[config.mk]
export PLATFORM = sky130hd
export DESIGN_NAME = mem_port_top
export DESIGN_NICKNAME = d
export VERILOG_FILES = /design/src/source/mem_bus_pkg.sv /design/src/source/client_pkg.sv /design/src/source/wb_client_port.sv /design/src/source/request_arbiter.sv /design/src/source/tag_tracker.sv /design/src/source/mem_port_top.sv
export VERILOG_INCLUDE_DIRS = /design/src /design/src/source
export SDC_FILE = /design/constraint.sdc
export NUM_CORES = 1
export LEC_CHECK = 0
export ABC_AREA = 1
export BUFFER_PORTS_ARGS = -buffer_cell sky130_fd_sc_hd__buf_2
export CORE_UTILIZATION = 50
export DETAILED_ROUTE_END_ITERATION = 12
export PLACE_DENSITY = 0.83
export SETUP_SLACK_MARGIN = 0.4
export SLEW_MARGIN = 20
export SYNTH_ARGS = -nofsm -noshare
export SYNTH_HDL_FRONTEND = slang
export SYNTH_HIERARCHICAL = 1
export SYNTH_SLANG_ARGS = --single-unit
export TNS_END_PERCENT = 100
[constraint.sdc]
create_clock -name clock -period 12.3 [get_ports clock]
set_input_delay 2.46 -clock clock [delete_from_list [all_inputs] [get_ports clock]]
set_output_delay 2.46 -clock clock [all_outputs]
set_load 0.02 [all_outputs]
[src/source/mem_defs.svh]
// Width and count macros for the shared memory port, included by the packages and the testbench
`ifndef MEM_DEFS_SVH
`define MEM_DEFS_SVH

// Byte address width on the memory bus
`define MEM_ADDR_WIDTH 32

// One memory line, also the client data width
`define MEM_LINE_WIDTH 64

// Response tag width
`define MEM_TAG_WIDTH 4

// Tag values, zero reserved for "no response"
`define NUM_MEM_TAGS 16

`endif

[src/source/mem_bus_pkg.sv]
// Types of the tagged memory bus, imported by the arbiter, the tracker, the top level and the bench
`include "mem_defs.svh"

package mem_bus_pkg;

	// Bus command, NONE while idle
	typedef enum logic [1:0] {
		NONE  = 2'd0,
		LOAD  = 2'd1,
		STORE = 2'd2
	} mem_command_t;

	// Tag zero means no response
	typedef logic [`MEM_TAG_WIDTH-1:0]  mem_tag_t;
	typedef logic [`MEM_LINE_WIDTH-1:0] mem_line_t;
	typedef logic [`MEM_ADDR_WIDTH-1:0] mem_addr_t;

endpackage

[src/source/client_pkg.sv]
// Client side types (owner identity and request payloads), imported by the RTL and the bench
`include "mem_defs.svh"

package client_pkg;

	// Which client port owns a memory request
	typedef enum logic {
		INST = 1'b0,
		DATA = 1'b1
	} client_id_t;

	// Instruction side, line reads only
	typedef struct packed {
		logic [`MEM_ADDR_WIDTH-1:0] addr;
	} inst_req_t;

	// Data side, 97 bits: write flag, address, line
	typedef struct packed {
		logic                       write;
		logic [`MEM_ADDR_WIDTH-1:0] addr;
		logic [`MEM_LINE_WIDTH-1:0] line;
	} data_req_t;

endpackage

[src/source/wb_client_port.sv]
// Wishbone classic slave that captures one request and holds it until its completion returns
module wb_client_port
	import mem_bus_pkg::*;
#(
	parameter type req_t = logic
) (
	input  logic      clock,
	input  logic      reset,

	// Wishbone classic slave side
	input  logic      wb_cyc,
	input  logic      wb_stb,
	input  req_t      req,
	output logic      wb_ack,
	output mem_line_t wb_dat_r,

	// Toward the arbiter
	output logic      pending,
	output req_t      pending_req,
	input  logic      accepted,

	// From the tag tracker
	input  logic      done,
	input  mem_line_t done_line
);

	typedef enum logic [1:0] {
		IDLE,
		REQUESTING,
		WAITING
	} state_t;

	state_t state;

	// Offered to the arbiter only while not yet accepted
	assign pending = (state == REQUESTING);

	////////////////////////////////////////////////////////////////////////////
	// Request FSM
	always_ff @(posedge clock) begin
		if (reset) begin
			state  <= IDLE;
			wb_ack <= 1'b0;
		end else begin
			// Ack is a single pulse
			wb_ack <= 1'b0;
			case (state)
				// Master still holds stb during the ack cycle, so skip it
				IDLE: if (wb_cyc && wb_stb && !wb_ack) state <= REQUESTING;
				REQUESTING: if (accepted) state <= WAITING;
				WAITING: begin
					if (done) begin
						wb_ack <= 1'b1;
						state  <= IDLE;
					end
				end
				default: state <= IDLE;
			endcase
		end
	end

	////////////////////////////////////////////////////////////////////////////
	// Payload capture and read data
	always_ff @(posedge clock) begin
		// Request frozen from capture until completion
		if (state == IDLE && wb_cyc && wb_stb && !wb_ack) pending_req <= req;
		// Line lands on dat_r together with the ack
		if (state == WAITING && done) wb_dat_r <= done_line;
	end

endmodule

[src/source/request_arbiter.sv]
// Picks a pending client request and holds it on the tagged memory bus until memory returns a tag
module request_arbiter
	import mem_bus_pkg::*;
	import client_pkg::*;
(
	input  logic         clock,
	input  logic         reset,

	// Client requests
	input  logic         inst_pending,
	input  inst_req_t    inst_req,
	input  logic         data_pending,
	input  data_req_t    data_req,
	output logic         inst_accepted,
	output logic         data_accepted,

	// Memory bus
	output mem_command_t mem_command,
	output mem_addr_t    mem_addr,
	output mem_line_t    mem_data,
	input  mem_tag_t     mem_response,

	// Acceptance report for the tag tracker
	output logic         accept_valid,
	output mem_tag_t     accept_tag,
	output client_id_t   accept_owner,
	output logic         accept_store
);

	client_id_t held_owner;
	logic       holding;
	logic       accepting;
	logic       can_load;
	logic       load_data;
	logic       load_inst;

	// A command on the bus is the held request
	assign holding   = (mem_command != NONE);
	// Nonzero response ends the hold
	assign accepting = holding && (mem_response != '0);
	assign can_load  = !holding || accepting;

	// Accepted client is still pending this cycle, keep it out
	assign load_data = data_pending && !(accepting && held_owner == DATA);
	assign load_inst = inst_pending && !(accepting && held_owner == INST);

	assign inst_accepted = accepting && (held_owner == INST);
	assign data_accepted = accepting && (held_owner == DATA);

	assign accept_valid = accepting;
	assign accept_tag   = mem_response;
	assign accept_owner = held_owner;
	assign accept_store = (mem_command == STORE);

	////////////////////////////////////////////////////////////////////////////
	// Command and owner, data side first
	always_ff @(posedge clock) begin
		if (reset) begin
			mem_command <= NONE;
			held_owner  <= INST;
		end else if (can_load) begin
			if (load_data) begin
				mem_command <= data_req.write ? STORE : LOAD;
				held_owner  <= DATA;
			end else if (load_inst) begin
				mem_command <= LOAD;
				held_owner  <= INST;
			end else begin
				mem_command <= NONE;
			end
		end
	end

	// Address and line follow the same choice
	always_ff @(posedge clock) begin
		if (can_load) begin
			if (load_data) begin
				mem_addr <= data_req.addr;
				mem_data <= data_req.line;
			end else if (load_inst) begin
				mem_addr <= inst_req.addr;
			end
		end
	end

endmodule

[src/source/tag_tracker.sv]
// Records which client owns each outstanding memory tag and routes completions back to it
`include "mem_defs.svh"

module tag_tracker
	import mem_bus_pkg::*;
	import client_pkg::*;
(
	input  logic       clock,
	input  logic       reset,

	// Acceptance report from the arbiter
	input  logic       accept_valid,
	input  mem_tag_t   accept_tag,
	input  client_id_t accept_owner,
	input  logic       accept_store,

	// Returning lines from memory
	input  mem_tag_t   mem_tag,
	input  mem_line_t  mem_data_in,

	// Completions to the client ports
	output logic       inst_done,
	output logic       data_done,
	output mem_line_t  done_line
);

	////////////////////////////////////////////////////////////////////////////
	// Owner table, one entry per tag value
	logic [`NUM_MEM_TAGS-1:0] tag_valid;
	client_id_t               tag_owner [`NUM_MEM_TAGS];

	logic load_accept;
	logic return_hit;

	// Stores complete on acceptance, only loads wait for a line
	assign load_accept = accept_valid && !accept_store;

	// Unknown tags are dropped
	assign return_hit = (mem_tag != '0) && tag_valid[mem_tag];

	always_ff @(posedge clock) begin
		if (reset) begin
			tag_valid <= '0;
			inst_done <= 1'b0;
			data_done <= 1'b0;
		end else begin
			inst_done <= return_hit && (tag_owner[mem_tag] == INST);
			// Store done one cycle after acceptance
			data_done <= (return_hit && (tag_owner[mem_tag] == DATA))
				|| (accept_valid && accept_store);

			// Retire returning tag
			if (return_hit) tag_valid[mem_tag] <= 1'b0;
			// New entry written last so it wins
			if (load_accept) tag_valid[accept_tag] <= 1'b1;
		end
	end

	////////////////////////////////////////////////////////////////////////////
	// Owner entries and returned line
	always_ff @(posedge clock) begin
		if (load_accept) tag_owner[accept_tag] <= accept_owner;
		// Shared line, only the owner with done looks at it
		if (return_hit) done_line <= mem_data_in;
	end

endmodule

[src/source/mem_port_top.sv]
// Shared memory port top level, joins the two Wishbone client ports, the arbiter and the tag tracker
module mem_port_top
	import mem_bus_pkg::*;
	import client_pkg::*;
(
	input  logic         clock,
	input  logic         reset,

	// Instruction client, Wishbone classic
	input  logic         inst_cyc,
	input  logic         inst_stb,
	input  mem_addr_t    inst_adr,
	output logic         inst_ack,
	output mem_line_t    inst_dat_r,

	// Data client, Wishbone classic
	input  logic         data_cyc,
	input  logic         data_stb,
	input  logic         data_we,
	input  mem_addr_t    data_adr,
	input  mem_line_t    data_dat_w,
	output logic         data_ack,
	output mem_line_t    data_dat_r,

	// Tagged memory bus
	output mem_command_t mem_command,
	output mem_addr_t    mem_addr,
	output mem_line_t    mem_data,
	input  mem_tag_t     mem_response,
	input  mem_line_t    mem_data_in,
	input  mem_tag_t     mem_tag
);

	// Wishbone fields packed into request payloads
	inst_req_t  inst_req_w;
	data_req_t  data_req_w;

	inst_req_t  inst_pending_req;
	data_req_t  data_pending_req;
	logic       inst_pending;
	logic       data_pending;
	logic       inst_accepted;
	logic       data_accepted;
	logic       inst_done;
	logic       data_done;
	mem_line_t  done_line;
	logic       accept_valid;
	mem_tag_t   accept_tag;
	client_id_t accept_owner;
	logic       accept_store;

	assign inst_req_w = '{addr: inst_adr};
	assign data_req_w = '{write: data_we, addr: data_adr, line: data_dat_w};

	////////////////////////////////////////////////////////////////////////////
	// Client ports
	wb_client_port #(.req_t(inst_req_t)) u_inst_port (
		.clock       (clock),
		.reset       (reset),
		.wb_cyc      (inst_cyc),
		.wb_stb      (inst_stb),
		.req         (inst_req_w),
		.wb_ack      (inst_ack),
		.wb_dat_r    (inst_dat_r),
		.pending     (inst_pending),
		.pending_req (inst_pending_req),
		.accepted    (inst_accepted),
		.done        (inst_done),
		.done_line   (done_line)
	);

	wb_client_port #(.req_t(data_req_t)) u_data_port (
		.clock       (clock),
		.reset       (reset),
		.wb_cyc      (data_cyc),
		.wb_stb      (data_stb),
		.req         (data_req_w),
		.wb_ack      (data_ack),
		.wb_dat_r    (data_dat_r),
		.pending     (data_pending),
		.pending_req (data_pending_req),
		.accepted    (data_accepted),
		.done        (data_done),
		.done_line   (done_line)
	);

	////////////////////////////////////////////////////////////////////////////
	// Memory side
	request_arbiter u_request_arbiter (
		.clock         (clock),
		.reset         (reset),
		.inst_pending  (inst_pending),
		.inst_req      (inst_pending_req),
		.data_pending  (data_pending),
		.data_req      (data_pending_req),
		.inst_accepted (inst_accepted),
		.data_accepted (data_accepted),
		.mem_command   (mem_command),
		.mem_addr      (mem_addr),
		.mem_data      (mem_data),
		.mem_response  (mem_response),
		.accept_valid  (accept_valid),
		.accept_tag    (accept_tag),
		.accept_owner  (accept_owner),
		.accept_store  (accept_store)
	);

	// Completions routed back by tag
	tag_tracker u_tag_tracker (
		.clock        (clock),
		.reset        (reset),
		.accept_valid (accept_valid),
		.accept_tag   (accept_tag),
		.accept_owner (accept_owner),
		.accept_store (accept_store),
		.mem_tag      (mem_tag),
		.mem_data_in  (mem_data_in),
		.inst_done    (inst_done),
		.data_done    (data_done),
		.done_line    (done_line)
	);

endmodule

=== Yosys cells after proc, flatten, opt, wreduce, memory -nomap -nowiden ===
Memories as Yosys holds them, arrays and structs flattened.
Index checks and enable logic that the tools add are counted.

* Bits in latches: 0
* Bits of input ports: 207
* Output and inout bits: 228
* Memory bits (read-only): 0
* Bits in registers: 444
* Memory bits (writable): 16
* Memories: 1
* Word-level logic and storage cells: 113

{| class="wikitable"
|+ Memory list
! name !! words !! width !! rd ports !! clocked after Yosys merged registers in !! write ports !! line !! RTL
|-
| u_tag_tracker.tag_owner || 16 || 1 || 1 || 0 || 1 || tag_tracker.sv:30 || <nowiki>client_id_t tag_owner [`NUM_MEM_TAGS];</nowiki>
|}

* Bitwise logic cells: 7
* Equal/unequal tests: 11
* Magnitude comparators: 4
* Muxes and demuxes: 28
* Shift-type cells: 0
* Add/sub/neg operators: 0
* Reductions and logical operators: 44
* Div/mod/pow operators: 0
* Multiply operators: 0

{| class="wikitable"
|+ Operators by type and width
! operator !! number
|-
| 2-to-1 mux 32 bit || 2
|-
| 2-to-1 mux 16 bit || 3
|-
| logical AND 1 bit || 24
|-
| AND 16 bit || 1
|-
| 2-to-1 mux 2 bit || 8
|-
| NOT 16 bit || 1
|-
| bitwise OR 16 bit || 1
|-
| case mux 2 bit (3 select lines) || 2
|-
| less-than comparator 4 x 5 -> 1 bit, second input constant || 2
|-
| 2-to-1 mux 1 bit || 10
|-
| demux 1 bit (select 4 bit) || 2
|-
| greater-or-equal comparator 4 x 1 -> 1 bit, second input constant || 2
|-
| != test 2 x 1 -> 1 bit, second input constant || 4
|-
| nonzero test 4 bit || 2
|-
| equality test 2 bit, second input constant || 3
|-
| logical NOT 1 bit || 6
|-
| AND reduction 3 bit || 2
|-
| binary-select mux 1 bit (select 4 bit) || 1
|-
| equality test 2 x 1 -> 1 bit, second input constant || 2
|-
| logical NOT 2 bit || 2
|-
| != test 2 bit, second input constant || 2
|-
| NOT 1 bit || 4
|-
| AND reduction 2 bit || 2
|-
| nonzero test 2 bit || 2
|-
| 2 further kinds || 4
|}

=== Logic depth before layout (Yosys ltp) ===
Gate-level depths: netlist of the first run.

* Word-level depth: 10
* Gate-level depth with buffers: 13

=== By module ===
Netlist of the first run, hierarchy kept.

{| class="wikitable"
|+ Modules (own cells, without submodules)
! module !! cells an instance !! sequential area each (um2) !! area each (um2) !! instances
|-
| wb_client_port at u_data_port || 181 || 4894.7 || 4973.5 || 1
|-
| request_arbiter || 236 || 2942.8 || 3594.7 || 1
|-
| tag_tracker || 291 || 2762.6 || 3585.9 || 1
|-
| wb_client_port at u_inst_port || 116 || 2942.8 || 3021.6 || 1
|}

=== Worst setup path after synthesis of the first run ===
OpenSTA, ideal clock, no wires.

* Kind: register to register
* Start: reg u_data_port.state[1]
* End: reg u_data_port.wb_dat_r[0], enable pin
* Path slack: 6.912 ns
* Data required time: 11.735 ns
* Library setup time: 0.565 ns
* Arrival: 4.823 ns
* Clock period less this slack: 5.388 ns
* Stages on the path, launching flop included: 3
* Buffers on the path: 0
* Path through: dfxtp_1 inv_2 nor3_1

* Cells in the longest elaborated chain, start to end: 2

{| class="wikitable"
|+ RTL lines
! what !! line !! RTL
|-
| from (decl) || wb_client_port.sv:33 || <nowiki>state_t state;</nowiki>
|-
| from (signal assigned) || wb_client_port.sv:42 || <nowiki>state <= IDLE;</nowiki>
|-
| from (signal assigned) || wb_client_port.sv:49 || <nowiki>IDLE: if (wb_cyc && wb_stb && !wb_ack) state <= REQUESTING;</nowiki>
|-
| from (signal assigned) || wb_client_port.sv:50 || <nowiki>REQUESTING: if (accepted) state <= WAITING;</nowiki>
|-
| equality test 2 bit || wb_client_port.sv:68 || <nowiki>if (state == WAITING && done) wb_dat_r <= done_line;</nowiki>
|-
| logical AND 1 bit || wb_client_port.sv:68 ||
|-
| to (signal assigned) || wb_client_port.sv:68 ||
|-
| to (decl) || wb_client_port.sv:15 || <nowiki>output mem_line_t wb_dat_r,</nowiki>
|}

Every way passes these cells.
A chain may end at the register's enable or synchronous reset.

=== Worst setup path in the final report of the first run ===
* Start: in mem_tag[0]
* End: reg u_tag_tracker.done_line[6], enable pin

* Cells in the longest elaborated chain, start to end: 3
* Elaborated cells on any way between the ends: 4
* Those cells by class: mux: 2; reduce/logical: 2

{| class="wikitable"
|+ RTL lines
! what !! line !! RTL
|-
| from (decl) || mem_port_top.sv:31 || <nowiki>input mem_tag_t mem_tag</nowiki>
|-
| binary-select mux 1 bit (select 4 bit) || tag_tracker.sv:39 || <nowiki>assign return_hit = (mem_tag != '0) && tag_valid[mem_tag];</nowiki>
|-
| 2-to-1 mux 1 bit (not written as such) || tag_tracker.sv:39 ||
|-
| logical AND 1 bit * || tag_tracker.sv:39 ||
|-
| to (signal assigned) || tag_tracker.sv:64 || <nowiki>if (return_hit) done_line <= mem_data_in;</nowiki>
|-
| to (decl) || tag_tracker.sv:24 || <nowiki>output mem_line_t done_line</nowiki>
|}

Mark *: on every way between the ends. The rest lies on a longest branch, timed or not. The select of a mux whose other input is x is not followed.

==> results of run 1 <==
[cells in the final DEF (no fill, tap or decap), types with 3 or more instances in the layout]
cell type  netlist  layout
buf_2            1     434
edfxtp_1       433     433
nand2_1        176     176
clkbuf_16        0      45
inv_1           47      45
nor2_1          34      34
dfxtp_1         27      27
a21oi_1         21      21
o21ai_0         15      15
nand3_1         14      14
nand2_2         13      13
clkinv_2         0      12
clkbuf_1         2       8
inv_2            7       8
buf_4            7       7
clkinv_1         0       5
bufinv_16        0       5
nor3_1           6       4
inv_6            1       3
nor2_4           2       3
[cells by family (layout without fill, tap and decap cells)]
logic type             Yosys count  in the layout  share of synthesized area, %
AO/OA/AOI/OAI                   37             37                         1.245
flip-flops                     460            460                         89.24
other                            0              1                             0
AND/OR/NAND/NOR                255            255                         7.090
buffers and inverters           72            579                         2.424
[area by class of cell]
class	count	area (µm²)	share of cell area [%]
clock inverters	29	307.8	1.601
well taps	390	488.0	2.538
clock buffers	53	1156	6.013
flip-flops and latches	460	13540	70.44
repair buffers	441	2225	11.57
multi-input cells	292	1280	6.657
diodes	1	2.502	0.01301
inverters	56	225.2	1.171
[flip-flops by register name, indices dropped and copies added (netlist names)]
| register | cells |
|---|---|
| u_inst_port/state | 2 |
| u_request_arbiter/mem_addr | 32 |
| u_inst_port/pending_req | 32 |
| u_tag_tracker/inst_done | 1 |
| u_data_port/wb_dat_r | 64 |
| u_request_arbiter/mem_data | 64 |
| u_data_port/state | 2 |
| u_data_port/pending_req | 97 |
| u_data_port/wb_ack | 1 |
| u_tag_tracker/tag_owner | 16 |
| u_inst_port/wb_ack | 1 |
| u_tag_tracker/data_done | 1 |
| u_request_arbiter/mem_command | 2 |
| u_request_arbiter/accept_owner | 1 |
| u_inst_port/wb_dat_r | 64 |
| u_tag_tracker/done_line | 64 |
| u_tag_tracker/tag_valid | 16 |
[worst max-delay path by stage]
stage / startpoint / to / slack (ps) / depth (start not counted)
floorplan: u_data_port/state[1] / u_data_port/wb_dat_r[0] / 6910 / 2
global placement: mem_tag[0] / u_tag_tracker/done_line[40] / 7820 / 11
detailed placement: mem_tag[0] / u_tag_tracker/done_line[40] / 7770 / 11
CTS: mem_tag[0] / u_tag_tracker/done_line[11] / 8350 / 11
global route: mem_tag[0] / u_tag_tracker/done_line[48] / 8180 / 10
finish: mem_tag[0] / u_tag_tracker/done_line[6] / 8320 / 11
[where the power goes]
group          switching, µW  total [µW]  internal [µW]
clock network            556        1340            784
registers               16.4        1780           1760
logic                    102         151           48.5
total                    675        3270           2600
[layer usage]
| metal | wire length (µm) | part of all wire (%) |
|---|---|---|
| met5 | 56 | 0.17 |
| met4 | 736 | 2.3 |
| met3 | 3141 | 9.7 |
| met2 | 16390 | 51 |
| met1 | 12080 | 37 |
[synth_stat cells]
cell type	instances	share of area [%]
nand2_1	176	4.4
edfxtp_1	433	86
inv_8	1	0.074
nor2_4	2	0.15
dfxtp_1	27	3.6
nand2_2	13	0.54
buf_12	1	0.13
nand2_4	2	0.15
nand3_1	14	0.46
buf_8	1	0.099
nor2_1	34	0.84
inv_1	47	1.2
buf_4	7	0.35
a21oi_1	21	0.69
buf_2	1	0.033
nor2_2	3	0.12
clkbuf_1	2	0.049
nand4_1	2	0.082
nor4_1	2	0.082
nor3_1	6	0.20
inv_6	1	0.058
buf_6	4	0.30
a21oi_2	1	0.058
o21ai_0	15	0.49
inv_2	7	0.17
nand3_4	1	0.12
[through the flow]
step / setup slack [ps] / utilization [%] / hold WS [ps] / power (µW) / std cells
finish: 8319 / 64.70 / 412.8 / 3272 / 1722
global route: 8180 / 64.70 / 412.2 / 3370 / 1722
floorplan: 6912 / - / 400.3 / 1890 / 824
CTS: 8346 / 64.69 / 412.8 / 3304 / 1721
global placement: 7815 / 59.77 / 400.6 / 1960 / 1639
detailed placement: 7771 / 59.77 / 404.5 / 1964 / 1639
[worst max-delay path: cells and delay by family]
kind | cells | cell delay, ps
buffers and inverters | 3 | 1060
AND/OR/NAND/NOR | 8 | 550
==> results.toml, run 1 <==
[sta]
finalHoldViolCount = 0
slew-limit-headroom_pct = 31.40
tns_ps = 0
fmax_ghz = 0.2512
finalMaxSlewViolations = 0
setup_viol = 0
fin_skew_ps = 22.26
rsz0062_at_grt = "no"
timing.final.crit_share_pct = 32.37
worst_pin_slew_ps = 1029
min_period_ps = 3981

[cts]
hold_buffers = 0
post_cts_buffers = 0
htreeDepth = 2
clkLatencyLatePin_ps = 540
cts_num_sinks = 460
cts.repair.resized = 0
cts_tree = "done"
cts_root_buf = "clkbuf_16"
cts_inserted_buffers = 45
clock_path_buffers = 3
clk_pin_slew_ps = 60

[floorplanning]
die_area_um2 = 31050
die_w_um = 176.2
ios = 435
die_h_um = 176.2
start_util_pct = 51.07
rows = 63
core_um2 = 29720

[worst_setup_path]
reg2reg_to = "u_data_port/pending_req[12]"
cp-start-kind = "input port"
worstPathRequired_ps = 12450
crit_top_cell = "nand2_1"
reg2regPathDepth = 4
worstPathArrival_ps = 4130
r2r_start = "u_data_port/state[1]"
slowest_delay_ps = 680
reg2reg_slack_ps = 10240
end_kind = "register"
crit_chain = "buf_2 -> inv_8 -> nand2_1 -> nand2_1 -> nand2_1 -> nand2_1 -> nand2_1 -> nand2_1 -> nor2_1 -> nor2_4 -> buf_4"
cp_slowest_cell = "buf_4"
path_class = "in2reg"
critical_path.max_fanout = 66

[synthesis]
yosysSeqAreaShare_pct = 89.24
avgSynthCellArea_um2 = 18.42
syn_inst = 824
synthesis.area_um2 = 15180
ys_warn_count = 6
syn_nets = 1031
ys_ff_latch = 460
ys_types = 26

[global_route]
grt_usage_pct = 20.46
busiest_layer = "met2"
first_global_vias = 8306
met3_usage_pct = 6.072
use_met2_pct = 36.07
grt_pass1_wl_um = 46710
grt_max_degree = 83
grt_overflow_total = 0
grt_util_met1_pct = 24.12
antenna_found_initial = 5

[placed_design]
hpwl_um = 22780
gp_congestion = 0.8923
placed_area_um2 = 17760
io_buffers = 434

[finish]
fin_nets = 1503
synthToLayoutAreaGrowth_pct = 26.70
fillers = 2036
drive_above_1_share_pct = 40.95
final_area_um2 = 19230

[route]
ant_nets = 0
finalWirelength_um = 32400
routed-via-count = 8427
drc = 0
wl_per_cell_um = 18.82
via_per_inst = 4.894
drt_iter0_drc = 573
firstDrtPassIters = 7

[worst_hold_path]
worstHoldStart = "u_data_port/pending_req[42]"
hold_path_class = "reg2reg"
min_path_cells = 0
hold-path-endpoint = "u_request_arbiter/mem_data[42]"

[status]
outcome = "completed"

[job]
drv_cap = 0

[pwr]
vdd_drop_max_v = 0.0001436
power.leakage_uw = 0.007491
power.density_nw_per_um2 = 170.2
(Power assumes the default switching activity.)
==> run 2: changes to the inputs <==
==> constraint.sdc (replaced) <==
create_clock -name clock -period 3.7 [get_ports clock]
set_input_delay 0.74 -clock clock [delete_from_list [all_inputs] [get_ports clock]]
set_output_delay 0.74 -clock clock [all_outputs]
set_load 0.02 [all_outputs]
==> results.toml, run 2 (synthesis gave the netlist of run 1 again) <==
[cts]
post_cts_buffers = 0
cts.repair.resized = 0
cts_root_buf = "clkbuf_16"
cts_inserted_buffers = 44
cts_tree = "done"
cts_num_sinks = 460
hold_buffers = 0
clkLatencyLatePin_ps = 540
clk_pin_slew_ps = 60
clock_path_buffers = 3
htreeDepth = 2

[sta]
timing.final.crit_share_pct = 56.05
tns_ps = 0
fin_skew_ps = 16.85
worst_pin_slew_ps = 899.8
fmax_ghz = 0.4822
finalHoldViolCount = 0
rsz0062_at_grt = "no"
finalMaxSlewViolations = 0
setup_viol = 0
slew-limit-headroom_pct = 40.01
min_period_ps = 2074

[finish]
top_register = "u_data_port/pending_req"
postLayoutCoreUtil_pct = 64.79
synthToLayoutAreaGrowth_pct = 26.88
drive_above_1_share_pct = 40.66
most-common-layout-cells = "buf_2 (434), edfxtp_1 (433), nand2_1 (176), inv_1 (45), clkbuf_16 (44)"
fin_nets = 1503
fillers = 2033
multiInputGateArea_um2 = 1292
seqCellArea_um2 = 13540
largest_reg_flops = 97
final_common_cell = "buf_2"

[global_route]
grt_overflow_total = 0
first_global_vias = 8162
grt_max_degree = 67
antenna_found_initial = 5
grt_pass1_wl_um = 45770
grt_usage_pct = 20.13

[pwr]
power.leakage_uw = 0.007481
vdd_drop_max_v = 0.0004896
power.density_nw_per_um2 = 564.1

[worst_setup_path]
worstPathRequired_ps = 3910
worstPathArrival_ps = 2290
path_class = "reg2reg"
critical_path.max_fanout = 30
end_kind = "register"
cp-start-kind = "register"

[floorplanning]
ios = 435
core_um2 = 29720
start_util_pct = 51.07
die_w_um = 176.2
rows = 63
die_area_um2 = 31050
die_h_um = 176.2

[route]
finalWirelength_um = 31840
drt_iter0_drc = 615
wl_per_cell_um = 18.50
routed-via-count = 8314
via_per_inst = 4.831
ant_nets = 0
drc = 0
firstDrtPassIters = 5

[placed_design]
io_buffers = 434
hpwl_um = 22740
gp_congestion = 0.8320

[status]
outcome = "completed"

[job]
drv_cap = 0

[worst_hold_path]
hold_path_class = "in2reg"
==> run 2: area by class of cell <==
cell class              count  share of cell area [%]
clock buffers              52                   5.874
diodes                      3                 0.03899
clock inverters            26                   1.612
inverters                  56                   1.170
repair buffers            442                   11.72
flip-flops and latches    460                   70.34
well taps                 390                   2.534
multi-input cells         292                   6.713
==> run 2: metal layers <==
| layer | track usage (%) | share of wire, % |
|---|---|---|
| met5 | 0 | 0.069 |
| met3 | 6.395 | 9.9 |
| met1 | 23.50 | 37 |
| met4 | 6.703 | 2.9 |
| met2 | 35.12 | 50 |
==> run 2: critical path: stages (launching register included) <==
cell and delay (ps):
dfxtp_1 500, nand3_4 200, nand3_1 130, inv_2 500, buf_4 400
==> run 2: report_power, final <==
group / total, µW / internal, µW / switching (µW)
clock network: 4440 / 2620 / 1820
logic: 503 / 164 / 339
registers: 5920 / 5860 / 53.4
total: 10900 / 8650 / 2220
==> run 2: per-stage QoR <==
stage / setup slack, ps / total power (µW) / hold slack, ps / instances / cell area [µm²]
detailed placement: 1087 / 6534 / 404.5 / 1640 / 17810
floorplan: 446.2 / 6284 / 400.3 / 824 / 15200
CTS: 1582 / 10930 / 354.9 / 1718 / 19250
global route: 1479 / 11190 / 344.9 / 1718 / 19250
global placement: 1134 / 6515 / 400.9 / 1640 / 17810
finish: 1626 / 10860 / 367.6 / 1721 / 19250
==> run 2: path summary, 6_finish.rpt <==
check                                 startpoint                        endpoint  slack [ps]  cells past startpoint
hold / removal                       inst_adr[9]      u_inst_port/pending_req[9]         370                      1
setup reg to reg  u_request_arbiter/accept_owner  u_request_arbiter/mem_data[47]        1630                      4
setup / recovery  u_request_arbiter/accept_owner  u_request_arbiter/mem_data[47]        1630                      4
hold reg to reg      u_data_port/pending_req[17]  u_request_arbiter/mem_data[17]         420                      0
==> run 3: changes to the inputs <==
--- a/config.mk
+++ b/config.mk
@@ -8,9 +8,9 @@
 export LEC_CHECK = 0
 export ABC_AREA = 1
 export BUFFER_PORTS_ARGS = -buffer_cell sky130_fd_sc_hd__buf_2
-export CORE_UTILIZATION = 50
+export CORE_UTILIZATION = 46
 export DETAILED_ROUTE_END_ITERATION = 12
-export PLACE_DENSITY = 0.83
+export PLACE_DENSITY = 0.81
 export SETUP_SLACK_MARGIN = 0.4
 export SLEW_MARGIN = 20
 export SYNTH_ARGS = -nofsm -noshare
==> constraint.sdc (replaced) <==
create_clock -name clock -period 1.8 [get_ports clock]
set_input_delay 0.36 -clock clock [delete_from_list [all_inputs] [get_ports clock]]
set_output_delay 0.36 -clock clock [all_outputs]
set_load 0.02 [all_outputs]
==> results.toml, run 3 (synthesis gave the netlist of run 1 again) <==
[status]
outcome = "completed"

[route]
firstDrtPassIters = 5
drt_iter0_drc = 823
via_per_inst = 5.040
finalWirelength_um = 48180
drc = 0
wl_per_cell_um = 23.65
routed-via-count = 10266
ant_nets = 0

[finish]
drive_above_1_share_pct = 47.90
fin_nets = 1767
most-common-layout-cells = "edfxtp_1 (433), buf_2 (245), buf_6 (215), dlygate4sd3_1 (165), nand2_1 (126)"
largest_reg_flops = 97
top_register = "u_data_port/pending_req"
synthToLayoutAreaGrowth_pct = 60.65
stdcell_count = 2037
final_common_cell = "edfxtp_1"

[cts]
clkLatencyLatePin_ps = 550
htreeDepth = 2
clk_pin_slew_ps = 70
cts_num_sinks = 460
cts_tree = "done"
cts_inserted_buffers = 43
cts_root_buf = "clkbuf_16"
clock_path_buffers = 3

[worst_setup_path]
slowest_delay_ps = 370
path_buf_inv = 5
crit_family = "simple AND/OR/NAND/NOR gates"
critical_path.max_fanout = 4
crit_chain = "inv_4 -> nand2_4 -> nand2_2 -> inv_2 -> inv_2 -> nor2_4 -> inv_4 -> nor3_4 -> inv_4 -> nor2_4"
end_kind = "register"
cp_slowest_cell = "dfxtp_4"
worstPathArrival_ps = 1920
crit_top_cell = "inv_4"
worstPathRequired_ps = 2040
path_class = "reg2reg"
cp-start-kind = "register"

[global_route]
first_global_vias = 10116
grt_usage_pct = 24.02
grt_max_degree = 65
grt_overflow_total = 0
grt_pass1_wl_um = 59600
antenna_found_initial = 2

[sta]
setup_viol = 0
setup_slack_ps = 120.5
finalHoldViolCount = 0
worst_pin_slew_ps = 404.3
fmax_ghz = 0.5954
min_period_ps = 1680
rsz0062_at_grt = "yes"
timing.final.crit_share_pct = 93.31
fin_skew_ps = 24.39
finalMaxSlewViolations = 0
slew-limit-headroom_pct = 73.02

[placed_design]
dp_slack_ps = -35.58
gp_congestion = 0.8532
dp.cells = 1713
hpwl_um = 23520
io_buffers = 434

[floorplanning]
ios = 435
die_h_um = 183.6
rows = 66
start_util_pct = 46.64
die_area_um2 = 33720
die_w_um = 183.6
core_um2 = 32540

[pwr]
vdd_drop_max_v = 0.0009021
power.density_nw_per_um2 = 953.2
power_uw = 23240
power.leakage_uw = 0.009521

[worst_hold_path]
hold_path_class = "in2reg"

[job]
drv_cap = 0
==> run 3: layout make-up <==
class | count | area (µm²)
Multi-Input combinational cell | 292 | 1833
Inverter | 56 | 270.3
Tap cell | 442 | 553.0
Clock inverter | 28 | 200.2
Timing Repair Buffer | 705 | 6785
Fill cell | 1729 | 8157
Timing Repair inverter | 2 | 31.28
Clock buffer | 50 | 1124
Antenna cell | 2 | 5.005
Sequential cell | 460 | 13580
==> run 3: worst paths after layout <==
path	from	to	slack (ps)	cells after the start
setup reg to reg	u_request_arbiter/mem_command[1]	u_tag_tracker/tag_owner[9]	120	10
setup / recovery	u_request_arbiter/mem_command[1]	u_tag_tracker/tag_owner[9]	120	10
hold reg to reg	u_data_port/pending_req[36]	u_request_arbiter/mem_data[36]	410	0
hold / removal	data_dat_w[20]	u_data_port/pending_req[20]	8	1
==> run 3: layer usage <==
layer	vias to the layer above	track usage, %	part of all wire [%]	wire (µm)
li1	4444	-	-	-
met3	122	5.784	9.1	4365
met1	4964	26.59	34	16420
met5	-	0	0	0
met2	736	45.06	53	25750
met4	0	7.633	3.4	1642
==> run 3: power breakdown <==
group / total [µW] / internal (µW) / switching (µW) / leakage (µW)
registers: 12200 / 12000 / 172 / 0.00421
logic: 2280 / 1170 / 1120 / 0.00466
clock network: 8740 / 4790 / 3950 / 0.000661
total: 23200 / 18000 / 5240 / 0.00952
==> run 3: per-stage QoR <==
step                util [%]  TNS (ps)  area (µm²)  hold WS, ps
finish                 74.93         0       24380        8.175
global route           74.93         0       24380       -8.714
CTS                    69.39         0       22580      0.08152
detailed placement     56.13     -1444       18260        404.5
global placement       56.13    -729.7       18260        400.4
floorplan                  -   -173850       15300        400.3
==> run 3: timing repair <==
action / 4_1_cts / 5_1_grt
gates cloned: 11 / 23
hold buffers: 160 / 5
setup buffers: 26 / 19
resized for setup: 275 / 337
endpoints found under the hold margin: 160 / 5
pin swaps: 7 / 27
setup endpoints to repair: 512 / 635
==> run 3: worst register-to-register path, delay by kind of cell, from the launching register on <==
| family | cells | cell delay [ps] |
|---|---|---|
| and+or+nand+nor | 5 | 670 |
| DFF | 1 | 370 |
| buffers and inverters | 5 | 360 |
